## src/verilog/siq_cfg_pkg.sv

```systemverilog
`default_nettype none

package siq_cfg_pkg;

    localparam int PREG_W = 7;
    localparam int XLEN = 32;
    localparam int ROB_W = 6;
    localparam int SQ_W = 4;

    // the wrap bit flips each time the ROB index rolls over.
    typedef struct packed {
        logic dir;
        logic [ROB_W-1:0] idx;
    } rob_idx_t;

    typedef enum logic [1:0] {
        MEMOP_SB = 2'd0,
        MEMOP_SH = 2'd1,
        MEMOP_SW = 2'd2
    } memop_t;

    // true when rob sits after the redirect point in program order.
    function automatic logic rob_younger(rob_idx_t rob, rob_idx_t redir);
        return (rob.dir ^ redir.dir) ^ (rob.idx > redir.idx);
    endfunction

    function automatic logic [1:0] size_of_memop(memop_t op);
        case (op)
            MEMOP_SB: return 2'd0;
            MEMOP_SH: return 2'd1;
            default:  return 2'd2;
        endcase
    endfunction

endpackage

`default_nettype wire

```

## src/verilog/siq_msg_pkg.sv

```systemverilog
`default_nettype none

package siq_msg_pkg;

    // wide enough for a full flush of a 16-entry bank.
    localparam int CREDIT_W = 5;

    typedef struct packed {
        logic valid;
        logic [siq_cfg_pkg::PREG_W-1:0] rs1;
        logic rs1_rdy;
        logic [siq_cfg_pkg::PREG_W-1:0] rs2;
        logic rs2_rdy;
        siq_cfg_pkg::rob_idx_t rob;
        logic [siq_cfg_pkg::SQ_W-1:0] sq_idx;
        siq_cfg_pkg::memop_t memop;
        logic [11:0] imm;
    } siq_dispatch_t;

    typedef struct packed {
        logic valid;
        logic [siq_cfg_pkg::PREG_W-1:0] preg;
    } siq_wakeup_t;

    typedef struct packed {
        logic valid;
        siq_cfg_pkg::rob_idx_t rob;
    } siq_redirect_t;

    typedef struct packed {
        logic [CREDIT_W-1:0] addr_freed;
        logic [CREDIT_W-1:0] data_freed;
    } siq_credit_t;

    typedef struct packed {
        logic [11:0] imm;
        logic [siq_cfg_pkg::SQ_W-1:0] sq_idx;
        siq_cfg_pkg::memop_t memop;
    } siq_addr_payload_t;

    typedef struct packed {
        logic [siq_cfg_pkg::SQ_W-1:0] sq_idx;
        logic [1:0] size;
    } siq_data_payload_t;

    typedef struct packed {
        logic valid;
        siq_cfg_pkg::rob_idx_t rob;
        logic [siq_cfg_pkg::SQ_W-1:0] sq_idx;
        logic [siq_cfg_pkg::XLEN-1:0] base;
        logic [11:0] imm;
        siq_cfg_pkg::memop_t memop;
    } siq_addr_uop_t;

    typedef struct packed {
        logic valid;
        siq_cfg_pkg::rob_idx_t rob;
        logic [siq_cfg_pkg::SQ_W-1:0] sq_idx;
        logic [siq_cfg_pkg::XLEN-1:0] value;
        logic [1:0] size;
    } siq_data_uop_t;

endpackage

`default_nettype wire

```

## src/verilog/store_entry_bank.sv

```systemverilog
`timescale 1ns/1ps
`default_nettype none

module store_entry_bank #(
    parameter int DEPTH = 8,
    parameter int WB_PORTS = 2,
    parameter type payload_t = logic
) (
    input  logic                                      clk,
    input  logic                                      rst,
    input  logic                                      alloc_i,
    input  logic [siq_cfg_pkg::PREG_W-1:0]            src_preg_i,
    input  logic                                      src_rdy_i,
    input  siq_cfg_pkg::rob_idx_t                     rob_i,
    input  payload_t                                  payload_i,
    input  siq_msg_pkg::siq_wakeup_t [WB_PORTS-1:0]   wakeup_i,
    input  siq_msg_pkg::siq_redirect_t                redirect_i,
    output logic                                      sel_valid_o,
    output logic [siq_cfg_pkg::PREG_W-1:0]            sel_preg_o,
    output siq_cfg_pkg::rob_idx_t                     sel_rob_o,
    output payload_t                                  sel_payload_o,
    output logic [$clog2(DEPTH):0]                    freed_cnt_o
);
    localparam int IDX_W = $clog2(DEPTH);
    localparam int CNT_W = IDX_W + 1;

    logic [DEPTH-1:0] valid_q;
    logic [DEPTH-1:0] valid_d;
    logic [DEPTH-1:0] rdy_q;
    logic [DEPTH-1:0] rdy_d;
    logic [siq_cfg_pkg::PREG_W-1:0] preg_q [DEPTH];
    siq_cfg_pkg::rob_idx_t rob_q [DEPTH];
    payload_t payload_q [DEPTH];

    logic [DEPTH-1:0] alloc_mask;
    logic [DEPTH-1:0] flush_mask;
    logic [DEPTH-1:0] free_mask;
    logic [DEPTH-1:0] wake_hit;
    logic [DEPTH-1:0] pickable;
    logic [IDX_W-1:0] alloc_idx;
    logic [IDX_W-1:0] pick_idx;
    logic             pick_any;
    logic             new_rdy;
    logic             sel_valid_q;
    logic [IDX_W-1:0] sel_idx_q;

    always_comb begin
        alloc_idx = '0;
        for (int i = DEPTH - 1; i >= 0; i--) begin
            if (!valid_q[i]) begin
                alloc_idx = IDX_W'(i);
            end
        end
        alloc_mask = '0;
        if (alloc_i) begin
            alloc_mask[alloc_idx] = 1'b1;
        end
    end

    // a wakeup in the dispatch cycle also counts for the incoming store.
    always_comb begin
        wake_hit = '0;
        new_rdy = src_rdy_i;
        for (int p = 0; p < WB_PORTS; p++) begin
            if (wakeup_i[p].valid) begin
                for (int i = 0; i < DEPTH; i++) begin
                    if (wakeup_i[p].preg == preg_q[i]) begin
                        wake_hit[i] = 1'b1;
                    end
                end
                if (wakeup_i[p].preg == src_preg_i) begin
                    new_rdy = 1'b1;
                end
            end
        end
    end

    // the entry held in the select register leaves at the next edge.
    always_comb begin
        pickable = valid_q & rdy_q;
        if (sel_valid_q) begin
            pickable[sel_idx_q] = 1'b0;
        end
        pick_any = (|pickable) && !redirect_i.valid;
        pick_idx = '0;
        for (int i = DEPTH - 1; i >= 0; i--) begin
            if (pickable[i]) begin
                pick_idx = IDX_W'(i);
            end
        end
    end

    always_comb begin
        for (int i = 0; i < DEPTH; i++) begin
            flush_mask[i] = redirect_i.valid &&
                            siq_cfg_pkg::rob_younger(rob_q[i], redirect_i.rob);
        end
        free_mask = '0;
        if (sel_valid_q) begin
            free_mask[sel_idx_q] = 1'b1;
        end
        valid_d = (valid_q & ~flush_mask & ~free_mask) | alloc_mask;
        for (int i = 0; i < DEPTH; i++) begin
            rdy_d[i] = alloc_mask[i] ? new_rdy : (rdy_q[i] | wake_hit[i]);
        end
    end

    always_comb begin
        freed_cnt_o = '0;
        for (int i = 0; i < DEPTH; i++) begin
            freed_cnt_o = freed_cnt_o + CNT_W'(valid_q[i] & ~valid_d[i]);
        end
    end

    always_ff @(posedge clk or posedge rst) begin
        if (rst) begin
            valid_q <= '0;
            rdy_q <= '0;
            sel_valid_q <= 1'b0;
            sel_idx_q <= '0;
        end else begin
            valid_q <= valid_d;
            rdy_q <= rdy_d;
            sel_valid_q <= pick_any;
            if (pick_any) begin
                sel_idx_q <= pick_idx;
            end
        end
    end

    always_ff @(posedge clk) begin
        if (alloc_i) begin
            preg_q[alloc_idx] <= src_preg_i;
            rob_q[alloc_idx] <= rob_i;
            payload_q[alloc_idx] <= payload_i;
        end
    end

    assign sel_valid_o = sel_valid_q;
    assign sel_preg_o = preg_q[sel_idx_q];
    assign sel_rob_o = rob_q[sel_idx_q];
    assign sel_payload_o = payload_q[sel_idx_q];

    // the dispatcher must hold a credit for this bank.
    a_no_alloc_full: assert property (@(posedge clk) disable iff (rst)
        alloc_i |-> !(&valid_q));

    a_sel_entry_valid: assert property (@(posedge clk) disable iff (rst)
        sel_valid_q |-> valid_q[sel_idx_q]);

endmodule

`default_nettype wire

```

## src/verilog/store_issue_pipe.sv

```systemverilog
`timescale 1ns/1ps
`default_nettype none

module store_issue_pipe #(
    parameter type payload_t = logic
) (
    input  logic                            clk,
    input  logic                            rst,
    input  logic                            sel_valid_i,
    input  logic [siq_cfg_pkg::PREG_W-1:0]  sel_preg_i,
    input  siq_cfg_pkg::rob_idx_t           sel_rob_i,
    input  payload_t                        sel_payload_i,
    input  siq_msg_pkg::siq_redirect_t      redirect_i,
    output logic [siq_cfg_pkg::PREG_W-1:0]  rf_preg_o,
    input  logic [siq_cfg_pkg::XLEN-1:0]    rf_val_i,
    output logic                            valid_o,
    output siq_cfg_pkg::rob_idx_t           rob_o,
    output logic [siq_cfg_pkg::XLEN-1:0]    val_o,
    output payload_t                        payload_o
);
    logic                           s1_valid_q;
    logic [siq_cfg_pkg::PREG_W-1:0] s1_preg_q;
    siq_cfg_pkg::rob_idx_t          s1_rob_q;
    payload_t                       s1_payload_q;
    logic                           s2_valid_q;
    siq_cfg_pkg::rob_idx_t          s2_rob_q;
    logic [siq_cfg_pkg::XLEN-1:0]   s2_val_q;
    payload_t                       s2_payload_q;
    logic                           sel_kill;
    logic                           s1_kill;

    assign sel_kill = redirect_i.valid && siq_cfg_pkg::rob_younger(sel_rob_i, redirect_i.rob);
    assign s1_kill = redirect_i.valid && siq_cfg_pkg::rob_younger(s1_rob_q, redirect_i.rob);

    always_ff @(posedge clk or posedge rst) begin
        if (rst) begin
            s1_valid_q <= 1'b0;
            s2_valid_q <= 1'b0;
        end else begin
            s1_valid_q <= sel_valid_i && !sel_kill;
            s2_valid_q <= s1_valid_q && !s1_kill;
        end
    end

    // the register file answers in the cycle the stage-1 tag is presented.
    always_ff @(posedge clk) begin
        s1_preg_q <= sel_preg_i;
        s1_rob_q <= sel_rob_i;
        s1_payload_q <= sel_payload_i;
        s2_rob_q <= s1_rob_q;
        s2_val_q <= rf_val_i;
        s2_payload_q <= s1_payload_q;
    end

    assign rf_preg_o = s1_preg_q;
    assign valid_o = s2_valid_q;
    assign rob_o = s2_rob_q;
    assign val_o = s2_val_q;
    assign payload_o = s2_payload_q;

    // the bank selects nothing in a redirect cycle, so no unchecked uop follows it.
    a_no_sel_after_redirect: assert property (@(posedge clk) disable iff (rst)
        redirect_i.valid |=> !sel_valid_i);

endmodule

`default_nettype wire

```

## src/verilog/store_issue_queue.sv

```systemverilog
`timescale 1ns/1ps
`default_nettype none

module store_issue_queue #(
    parameter int DEPTH = 8,
    parameter int WB_PORTS = 2
) (
    input  logic                                      clk,
    input  logic                                      rst,
    input  siq_msg_pkg::siq_dispatch_t                disp_i,
    input  siq_msg_pkg::siq_wakeup_t [WB_PORTS-1:0]   wakeup_i,
    input  siq_msg_pkg::siq_redirect_t                redirect_i,
    output siq_msg_pkg::siq_credit_t                  credit_o,
    output logic [siq_cfg_pkg::PREG_W-1:0]            rf_addr_preg_o,
    input  logic [siq_cfg_pkg::XLEN-1:0]              rf_addr_val_i,
    output logic [siq_cfg_pkg::PREG_W-1:0]            rf_data_preg_o,
    input  logic [siq_cfg_pkg::XLEN-1:0]              rf_data_val_i,
    output siq_msg_pkg::siq_addr_uop_t                addr_uop_o,
    output siq_msg_pkg::siq_data_uop_t                data_uop_o
);
    localparam int CNT_W = $clog2(DEPTH) + 1;
    localparam int CREDIT_W = siq_msg_pkg::CREDIT_W;

    siq_msg_pkg::siq_addr_payload_t addr_pl_in;
    siq_msg_pkg::siq_addr_payload_t addr_sel_pl;
    siq_msg_pkg::siq_addr_payload_t addr_out_pl;
    siq_msg_pkg::siq_data_payload_t data_pl_in;
    siq_msg_pkg::siq_data_payload_t data_sel_pl;
    siq_msg_pkg::siq_data_payload_t data_out_pl;

    logic                           addr_sel_valid;
    logic [siq_cfg_pkg::PREG_W-1:0] addr_sel_preg;
    siq_cfg_pkg::rob_idx_t          addr_sel_rob;
    logic                           data_sel_valid;
    logic [siq_cfg_pkg::PREG_W-1:0] data_sel_preg;
    siq_cfg_pkg::rob_idx_t          data_sel_rob;
    logic [CNT_W-1:0]               addr_freed;
    logic [CNT_W-1:0]               data_freed;
    logic                           addr_valid;
    siq_cfg_pkg::rob_idx_t          addr_rob;
    logic [siq_cfg_pkg::XLEN-1:0]   addr_base;
    logic                           data_valid;
    siq_cfg_pkg::rob_idx_t          data_rob;
    logic [siq_cfg_pkg::XLEN-1:0]   data_value;

    // each store is split into an address half and a data half.
    always_comb begin
        addr_pl_in.imm = disp_i.imm;
        addr_pl_in.sq_idx = disp_i.sq_idx;
        addr_pl_in.memop = disp_i.memop;
        data_pl_in.sq_idx = disp_i.sq_idx;
        data_pl_in.size = siq_cfg_pkg::size_of_memop(disp_i.memop);
    end

    store_entry_bank #(
        .DEPTH(DEPTH),
        .WB_PORTS(WB_PORTS),
        .payload_t(siq_msg_pkg::siq_addr_payload_t)
    ) addr_bank (
        .clk(clk),
        .rst(rst),
        .alloc_i(disp_i.valid),
        .src_preg_i(disp_i.rs1),
        .src_rdy_i(disp_i.rs1_rdy),
        .rob_i(disp_i.rob),
        .payload_i(addr_pl_in),
        .wakeup_i(wakeup_i),
        .redirect_i(redirect_i),
        .sel_valid_o(addr_sel_valid),
        .sel_preg_o(addr_sel_preg),
        .sel_rob_o(addr_sel_rob),
        .sel_payload_o(addr_sel_pl),
        .freed_cnt_o(addr_freed)
    );

    store_entry_bank #(
        .DEPTH(DEPTH),
        .WB_PORTS(WB_PORTS),
        .payload_t(siq_msg_pkg::siq_data_payload_t)
    ) data_bank (
        .clk(clk),
        .rst(rst),
        .alloc_i(disp_i.valid),
        .src_preg_i(disp_i.rs2),
        .src_rdy_i(disp_i.rs2_rdy),
        .rob_i(disp_i.rob),
        .payload_i(data_pl_in),
        .wakeup_i(wakeup_i),
        .redirect_i(redirect_i),
        .sel_valid_o(data_sel_valid),
        .sel_preg_o(data_sel_preg),
        .sel_rob_o(data_sel_rob),
        .sel_payload_o(data_sel_pl),
        .freed_cnt_o(data_freed)
    );

    store_issue_pipe #(
        .payload_t(siq_msg_pkg::siq_addr_payload_t)
    ) addr_pipe (
        .clk(clk),
        .rst(rst),
        .sel_valid_i(addr_sel_valid),
        .sel_preg_i(addr_sel_preg),
        .sel_rob_i(addr_sel_rob),
        .sel_payload_i(addr_sel_pl),
        .redirect_i(redirect_i),
        .rf_preg_o(rf_addr_preg_o),
        .rf_val_i(rf_addr_val_i),
        .valid_o(addr_valid),
        .rob_o(addr_rob),
        .val_o(addr_base),
        .payload_o(addr_out_pl)
    );

    store_issue_pipe #(
        .payload_t(siq_msg_pkg::siq_data_payload_t)
    ) data_pipe (
        .clk(clk),
        .rst(rst),
        .sel_valid_i(data_sel_valid),
        .sel_preg_i(data_sel_preg),
        .sel_rob_i(data_sel_rob),
        .sel_payload_i(data_sel_pl),
        .redirect_i(redirect_i),
        .rf_preg_o(rf_data_preg_o),
        .rf_val_i(rf_data_val_i),
        .valid_o(data_valid),
        .rob_o(data_rob),
        .val_o(data_value),
        .payload_o(data_out_pl)
    );

    always_comb begin
        addr_uop_o.valid = addr_valid;
        addr_uop_o.rob = addr_rob;
        addr_uop_o.sq_idx = addr_out_pl.sq_idx;
        addr_uop_o.base = addr_base;
        addr_uop_o.imm = addr_out_pl.imm;
        addr_uop_o.memop = addr_out_pl.memop;
        data_uop_o.valid = data_valid;
        data_uop_o.rob = data_rob;
        data_uop_o.sq_idx = data_out_pl.sq_idx;
        data_uop_o.value = data_value;
        data_uop_o.size = data_out_pl.size;
    end

    // freed entries go straight back to the dispatcher as credits.
    assign credit_o.addr_freed = CREDIT_W'(addr_freed);
    assign credit_o.data_freed = CREDIT_W'(data_freed);

endmodule

`default_nettype wire

```

## config.mk

```make
export PLATFORM = sky130hd
export DESIGN_NAME = store_issue_queue
export DESIGN_NICKNAME = d
export VERILOG_FILES = /design/src/verilog/siq_cfg_pkg.sv /design/src/verilog/siq_msg_pkg.sv /design/src/verilog/store_entry_bank.sv /design/src/verilog/store_issue_pipe.sv /design/src/verilog/store_issue_queue.sv
export SDC_FILE = /design/constraint.sdc
export NUM_CORES = 1
export LEC_CHECK = 0
export ABC_AREA = 1
export BUFFER_PORTS_ARGS = -buffer_cell sky130_fd_sc_hd__buf_2
export CAP_MARGIN = 20
export CORE_MARGIN = 3
export CORE_UTILIZATION = 25
export CTS_BUF_LIST = sky130_fd_sc_hd__clkbuf_2 sky130_fd_sc_hd__clkbuf_4 sky130_fd_sc_hd__clkbuf_8
export CTS_CLUSTER_DIAMETER = 200
export DETAILED_ROUTE_END_ITERATION = 7
export GPL_TIMING_DRIVEN = 0
export PLACE_DENSITY = 0.5
export SLEW_MARGIN = 10
export SYNTH_ARGS = -nofsm -noshare
export SYNTH_HDL_FRONTEND = slang
export SYNTH_SLANG_ARGS = --single-unit
```

## constraint.sdc

```tcl
create_clock -name clk -period 15.64 [get_ports clk]
set_input_delay 0.782 -clock clk [delete_from_list [all_inputs] [get_ports clk]]
set_output_delay 0.782 -clock clk [all_outputs]
set_load 0.05 [all_outputs]
```

# Word-level counts from Yosys, hierarchy flattened
# Memory sizes are Yosys's and may differ from the RTL's. A register that Yosys moved wholly into a read port is not among the register bits.
# Index checks and enable logic that the tools add are counted.
dict set report classes {
  addsub 14
  muxes 109
  eq_ne 37
  n_reduce_logical 38
  n_lt_le_gt_ge 28
  n_bitwise 104
}
# cell n
set ops {}
lappend ops {{equality test 7 bit} 36}
lappend ops {{greater-than comparator 6 bit} 20}
lappend ops {{2-to-1 mux 3 bit} 32}
lappend ops {{2-to-1 mux 8 bit} 10}
lappend ops {{bitwise AND 1 x 4 -> 4 bit} 16}
lappend ops {{bitwise AND 8 bit} 8}
lappend ops {{inverter 1 -> 4 bit} 16}
lappend ops {{2-to-1 mux 1 bit} 62}
lappend ops {{adder 4 bit} 14}
lappend ops {{inverter 8 bit} 6}
lappend ops {{bitwise XOR 1 bit} 40}
lappend ops {{logical AND 1 bit} 30}
lappend ops {{less-than comparator 3 x 4 -> 1 bit (second input constant)} 4}
lappend ops {{bitwise OR 1 bit} 16}
lappend ops {{bitwise OR 8 bit} 2}
lappend ops {{OR reduction 8 bit} 2}
lappend ops {{demux 1 bit (select 3 bit)} 4}
lappend ops {{>= comparator 3 x 1 -> 1 bit (second input constant)} 4}
lappend ops {{logical NOT 1 bit} 5}
lappend ops {{case mux 2 bit (2 select lines)} 1}
lappend ops {{equality test 2 x 1 -> 1 bit (second input constant)} 1}
lappend ops {{logical NOT 2 bit} 1}
dict set report totals {
  ff_bits 160
  ramBits 416
  out_inout_bits 128
  in_bits 132
  n_memories 6
}
# memory depth word_bits read_ports rd_ports_with_merged_regs wr line
set memory_table {}
lappend memory_table {addr_bank.payload_q 8 18 1 1 1 store_entry_bank.sv:33} ;# payload_t payload_q [DEPTH];
lappend memory_table {addr_bank.preg_q 8 7 9 1 1 store_entry_bank.sv:31} ;# logic [siq_cfg_pkg::PREG_W-1:0] preg_q [DEPTH];
lappend memory_table {addr_bank.rob_q 8 7 9 0 1 store_entry_bank.sv:32} ;# siq_cfg_pkg::rob_idx_t rob_q [DEPTH];
lappend memory_table {data_bank.preg_q 8 7 9 1 1 store_entry_bank.sv:31}
lappend memory_table {data_bank.rob_q 8 7 9 0 1 store_entry_bank.sv:32}
lappend memory_table {data_bank.payload_q 8 6 1 1 1 store_entry_bank.sv:33}

# Logic depth before layout (Yosys ltp)
# Gate-level depths: netlist of run 1.
dict set report depth {
  word_depth 23
  depth_mapped 21
  depth_no_buf 21
}

# By module
# Synthesis of run 1 repeated with hierarchy kept, for this count alone.
dict set report hier_totals {
  cells_unflattened 2871
  hier_area_um2 28788.9
}
# module cells_per_inst seq_area_each_um2 area_each_um2 n_inst
set modules_own_cells {}
lappend modules_own_cells {{store_entry_bank at addr_bank} 1404 8187.9 14144.8 1}
lappend modules_own_cells {{store_entry_bank at data_bank} 1167 5305.1 10582.6 1}
lappend modules_own_cells {{store_issue_pipe at addr_pipe} 158 1831.8 2248.4 1}
lappend modules_own_cells {{store_issue_pipe at data_pipe} 134 1351.3 1767.9 1}
lappend modules_own_cells {store_issue_queue 8 0.0 45.0 1}

# Least setup slack after synthesis of run 1
# Ideal clock, no wire load.
dict set report synth_timing {
  kind {in2out}
  from {input disp_i[41] (netlist name)}
  to {output credit_o[7] (netlist name)}
  cell_stages 14
  arrival_ns 5.754
  n_path_buf 0
  path_slack_ns 9.104
  path_cell_list {inv_1 -> nor2_1 -> nand2_1 -> nor2_1 -> inv_1 -> nand3_1 -> fa_1 -> fa_1 -> inv_1 -> fa_1 -> ha_1 -> inv_1 -> fa_1 -> xnor2_1}
}
# element line
set synth_lines {}
lappend synth_lines {{start, declared} store_issue_queue.sv:10} ;# input siq_msg_pkg::siq_dispatch_t disp_i,
lappend synth_lines {{end, declared} store_issue_queue.sv:13} ;# output siq_msg_pkg::siq_credit_t credit_o,

==> impl_metrics.env, run 1 <==
export IMPL_outcome="finished, final reports clean"
export IMPL_setup_violations=0
export IMPL_cts_clk_slew_worst_paths_ps=60
export IMPL_syn_avg_cell_area_um2=10.1
export IMPL_place_congestion=0.954
export IMPL_grt_max_degree=33
export IMPL_holdWs_ps=96.2
export IMPL_core_mm2=0.113
export IMPL_synth_edff_count=416
export IMPL_fp_dieH_um=343
export IMPL_final_cell_mix="nand2_1 (606), edfxtp_1 (416), buf_2 (291)"
export IMPL_die_area_mm2=0.118
export IMPL_slew_headroom=0.288
export IMPL_hold_path_class="in2reg"
export IMPL_finClkSkew_ps=47.4
export IMPL_hold_violations=0
export IMPL_fin_crit_ps=6790
export IMPL_wl_per_cell_um=21.8
export IMPL_htreeDepth=3
export IMPL_overflow=0
export IMPL_cp_end_kind="primary output"
export IMPL_portBuffers=248
export IMPL_grt_pass1_vias=22300
export IMPL_fillCellCount=11700
export IMPL_synth_seq_cells=614
export IMPL_yosysWarnings=0
export IMPL_clockRootBuffer="clkbuf_8"
export IMPL_clk_path_buf_depth=3
export IMPL_crit_arrival_ps=6010
export IMPL_viasPerCell=4.74
export IMPL_cts_tree="yes"
export IMPL_grt_setup_unrepaired="false"
export IMPL_fmax_mhz=147
export IMPL_period_share=0.434
export IMPL_leakage_nw=14.2
export IMPL_first_pass_iters=6
export IMPL_clock_sinks=614
export IMPL_initial_core_util=0.252
export IMPL_crit_type="reg2out"
export IMPL_synth_cells=2826
export IMPL_area_growth_pct=22.3
export IMPL_synth_main_ff_cell="edfxtp_1"
export IMPL_wl_mm=105
export IMPL_fin_nets=3502
export IMPL_ant_nets=0
export IMPL_num_vias=23000
export IMPL_dp_hpwl_mm=73.9
export IMPL_synthArstFlopShare=0.0717
export IMPL_worstSkewPairLatency_ps=790
export IMPL_cp_max_fo=15
export IMPL_worst_setup_path_start_kind="flop"
export IMPL_placed_cell_area_mm2=0.0320
export IMPL_drv_slew=0
export IMPL_fin_area_mm2=0.0348
export IMPL_layout_drive_gt1_share=0.164
export IMPL_grt_util_all_layers=0.174
export IMPL_die_w_um=343
export IMPL_drt_iter0_drc=2032
export IMPL_worst_slew_pin_slew_ps=1070
export IMPL_drc=0
export IMPL_antenna_found_initial=14
export IMPL_required_ps=14860
export IMPL_mostFrequentLayoutCell="nand2_1"
export IMPL_ys_seq_area_frac=0.586
export IMPL_netlist_cell_type_count=37
export IMPL_power_density_mw_per_mm2=161
export IMPL_maxCapViolations=0
export IMPL_synth_area_mm2=0.0285
export IMPL_postCtsHoldBufs=30
export IMPL_grt_pass1_wl_mm=151
export IMPL_numCtsBuffers=114
export IMPL_cts_repair_resized=0
export IMPL_ios=260
export IMPL_rows=123
export IMPL_postCtsSetupRepairBufs=0
export IMPL_timing_setup_tns_ps=0
export IMPL_vdd_ir_drop_max_v=0.000148
[layout make-up]
type                    count  area (um^2)  area share
clock inverters            52          473      0.0136
flip-flops and latches    614        16700       0.479
inverters                 266          998      0.0287
diodes                      5         12.5    0.000359
well taps                1500         1880      0.0539
multi-input cells        1827        10400       0.297
repair buffers            293         1890      0.0544
clock buffers             165         2020      0.0580
plain buffers             120          524      0.0151
[per-stage QoR]
stage	total power, W	worst slack [ps]	std cells	utilization
2_1_floorplan	0.00326	9100	2827	-
3_3_place_gp	0.00393	6870	4575	0.280
3_5_place_dp	0.00396	8860	4589	0.284
4_1_cts	0.00569	8820	4836	0.308
5_1_grt	0.00592	8570	4840	0.309
6_report	0.00561	8850	4842	0.309
[cells in the mapped netlist, types with 48 or more instances]
master | instances | area, um^2
nor3_1 | 48 | 240
edfxtp_1 | 416 | 12500
o2111ai_1 | 63 | 552
o211ai_1 | 58 | 435
xor2_1 | 51 | 447
o21ai_0 | 190 | 951
nand2_1 | 606 | 2270
clkbuf_1 | 59 | 221
nand3_1 | 133 | 666
o21a_1 | 70 | 526
a21oi_1 | 70 | 350
inv_1 | 263 | 987
dfxtp_1 | 154 | 3080
nor2_1 | 225 | 845
ha_1 | 126 | 1580
[sequential cells by signal (all words and copies together) (netlist names), 32 cells and up]
name                 count
addr_bank.payload_q    144
addr_bank.preg_q        56
addr_bank.rob_q         56
addr_pipe.val_o         32
data_bank.payload_q     48
data_bank.preg_q        56
data_bank.rob_q         56
data_pipe.val_o         32
[where the power goes]
group / leakage [nW] / total, W / internal, W / switching, W
sequential: 5.64 / 0.00216 / 0.00203 / 0.000134
combinational: 7.27 / 0.00176 / 0.000457 / 0.00130
clock: 1.31 / 0.00169 / 0.000942 / 0.000748
total: 14.2 / 0.00561 / 0.00343 / 0.00218
[final timing paths]
kind	startpoint	endpoint	slack, ps	cells past startpoint
setup / recovery	addr_bank.valid_q[5]	credit_o[7]	8850	18
hold / removal	rf_data_val_i[1]	data_pipe.val_o[1]	100	1
setup reg to reg	addr_bank.sel_idx_q[0]	addr_pipe.s1_valid_q	12170	16
hold reg to reg	addr_pipe.s1_payload_q[13]	addr_pipe.payload_o[13]	330	0
max in group asynchronous	rst	data_bank.sel_idx_q[2]	14500	4
min in group asynchronous	rst	addr_bank.valid_q[5]	560	3
[cell families (layout without fill, tap and decap cells)]
group	count (synthesis)	in the layout	synth area share
adders and majority gates	134	134	0.0610
buffers and inverters	386	896	0.0535
AOI/OAI and AO/OA	527	527	0.117
xor gates and xnor gates	69	69	0.0212
DFF	614	614	0.586
and+or+nand+nor	1095	1095	0.161
other	1	7	0.000132
[critical path: stages (launching register included)]
cell and delay, ps:
dfrtp_1 430, inv_1 110, a21oi_1 50, o21ai_0 350
nand2_1 190, nand2_1 120, nand2_1 170, nor2_4 540
inv_1 170, nand3_1 150, fa_1 440, fa_1 490
inv_1 50, fa_1 490, ha_1 170, inv_1 60
fa_1 430, xnor2_1 430, buf_2 360
[per-layer routing]
| metal | share of wire | track usage |
|---|---|---|
| met1 | 0.43 | 0.229 |
| met2 | 0.46 | 0.280 |
| met3 | 0.076 | 0.0389 |
| met4 | 0.039 | 0.0691 |
| met5 | 0.00082 | 0 |
Power figures use the tool's default switching activity.
==> run 2, diff against run 1 <==
- clock period: 15.64 -> 7.1 ns (I/O delays scaled with it)
==> impl_metrics.env, run 2 (synthesized netlist as in run 1, its figures left out) <==
export IMPL_path_cells="inv_1, a21oi_1, o21ai_0, nand2_1, nand2_1, nand2_1, nor2_4, inv_1, nand3_1, fa_1, fa_1, inv_1, fa_1, ha_1, inv_1, fa_1, xnor2_1, buf_2"
export IMPL_fp_dieH_um=343
export IMPL_worst_slew_pin_slew_ps=1100
export IMPL_finClkSkew_ps=52.1
export IMPL_period_share=0.901
export IMPL_crit_arrival_ps=6040
export IMPL_fin_area_mm2=0.0356
export IMPL_ios=260
export IMPL_initial_core_util=0.252
export IMPL_grt_util_all_layers=0.176
export IMPL_largest_reg_flops=144
export IMPL_die_w_um=343
export IMPL_overflow=0
export IMPL_leakage_nw=14.5
export IMPL_fin_ws_ps=703
export IMPL_grt_pass1_vias=22700
export IMPL_vdd_ir_drop_max_v=0.000326
export IMPL_slew_headroom=0.268
export IMPL_clockRootBuffer="clkbuf_8"
export IMPL_required_ps=6740
export IMPL_worstSkewPairLatency_ps=790
export IMPL_clock_sinks=614
export IMPL_area_growth_pct=24.9
export IMPL_holdWs_ps=64.9
export IMPL_wl_per_cell_um=21.6
export IMPL_power_density_mw_per_mm2=349
export IMPL_core_mm2=0.113
export IMPL_htreeDepth=3
export IMPL_drt_iter0_drc=2049
export IMPL_crit_family="adder cells"
export IMPL_final_cell_mix="nand2_1 (606), edfxtp_1 (416), buf_2 (291)"
export IMPL_fin_crit_ps=6400
export IMPL_dp_hpwl_mm=73.9
export IMPL_placed_cell_area_mm2=0.0320
export IMPL_wl_mm=106
export IMPL_drv_slew=0
export IMPL_cp_num_buf_inv=5
export IMPL_hold_violations=0
export IMPL_ant_nets=0
export IMPL_fin_nets=3576
export IMPL_hold_path_class="in2reg"
export IMPL_outcome="finished, final reports clean"
export IMPL_cp_max_fo=15
export IMPL_fmax_mhz=156
export IMPL_rows=123
export IMPL_postCtsHoldBufs=104
export IMPL_num_vias=23300
export IMPL_antenna_found_initial=9
export IMPL_first_pass_iters=6
export IMPL_viasPerCell=4.74
export IMPL_maxCapViolations=0
export IMPL_crit_type="reg2out"
export IMPL_cts_repair_resized=0
export IMPL_worst_setup_path_start_kind="flop"
export IMPL_cpMaxStageDelayCell="nor2_4"
export IMPL_portBuffers=248
export IMPL_postLayoutCoreUtil=0.315
export IMPL_layout_drive_gt1_share=0.160
export IMPL_die_area_mm2=0.118
export IMPL_cp_end_kind="primary output"
export IMPL_max_stage_delay_ps=550
export IMPL_cts_tree="yes"
export IMPL_postCtsSetupRepairBufs=0
export IMPL_mostFrequentLayoutCell="nand2_1"
export IMPL_grt_pass1_wl_mm=153
export IMPL_grt_max_degree=33
export IMPL_drc=0
export IMPL_clk_path_buf_depth=3
export IMPL_grt_setup_unrepaired="false"
export IMPL_cts_clk_slew_worst_paths_ps=60
export IMPL_post_place_ws_ps=1170
export IMPL_regMostFlops="addr_bank.payload_q"
export IMPL_place_congestion=0.954
export IMPL_numCtsBuffers=114
export IMPL_setup_violations=0
==> run 2: through the flow <==
stage	power (W)	std cells	setup TNS (ps)
2_1_floorplan	0.00717	2827	0
3_3_place_gp	0.00866	4575	-1560
3_5_place_dp	0.00873	4589	0
4_1_cts	0.0126	4910	0
5_1_grt	0.0131	4913	0
6_report	0.0124	4914	0
==> run 2: final timing paths <==
check / from / to / slack, ps / cells past startpoint
setup / recovery: addr_bank.valid_q[5] / credit_o[7] / 700 / 18
hold / removal: disp_i[22] / addr_bank.rob_q[3][4] / 60 / 1
setup reg to reg: addr_bank.sel_idx_q[0] / addr_pipe.s1_valid_q / 3570 / 16
hold reg to reg: addr_pipe.s1_payload_q[13] / addr_pipe.payload_o[13] / 320 / 0
max in group asynchronous: rst / data_bank.sel_idx_q[2] / 6390 / 4
min in group asynchronous: rst / addr_bank.valid_q[1] / 140 / 3
==> run 2: cell type report <==
type / count / area, um^2
fillers: 11700 / 77200
diodes: 3 / 7.51
multi-input cells: 1827 / 10400
clock inverters: 52 / 473
well taps: 1500 / 1880
inverters: 266 / 998
flip-flops and latches: 614 / 16700
clock buffers: 165 / 2020
plain buffers: 120 / 524
repair buffers: 367 / 2640
==> run 2: power breakdown <==
group | total (W) | switching [W] | internal [W] | leakage [nW]
clock network | 0.00373 | 0.00165 | 0.00207 | 1.31
registers | 0.00477 | 0.000295 | 0.00447 | 5.64
logic | 0.00390 | 0.00287 | 0.00103 | 7.58
total | 0.0124 | 0.00482 | 0.00758 | 14.5
==> run 2: metal layers <==
metal  track usage  part of all wire  vias up
met4        0.0681             0.040        4
met2         0.283              0.46     1018
li1              -                 -    10800
met1         0.230              0.43    11200
met3        0.0374             0.074      259
met5             0           0.00025        -
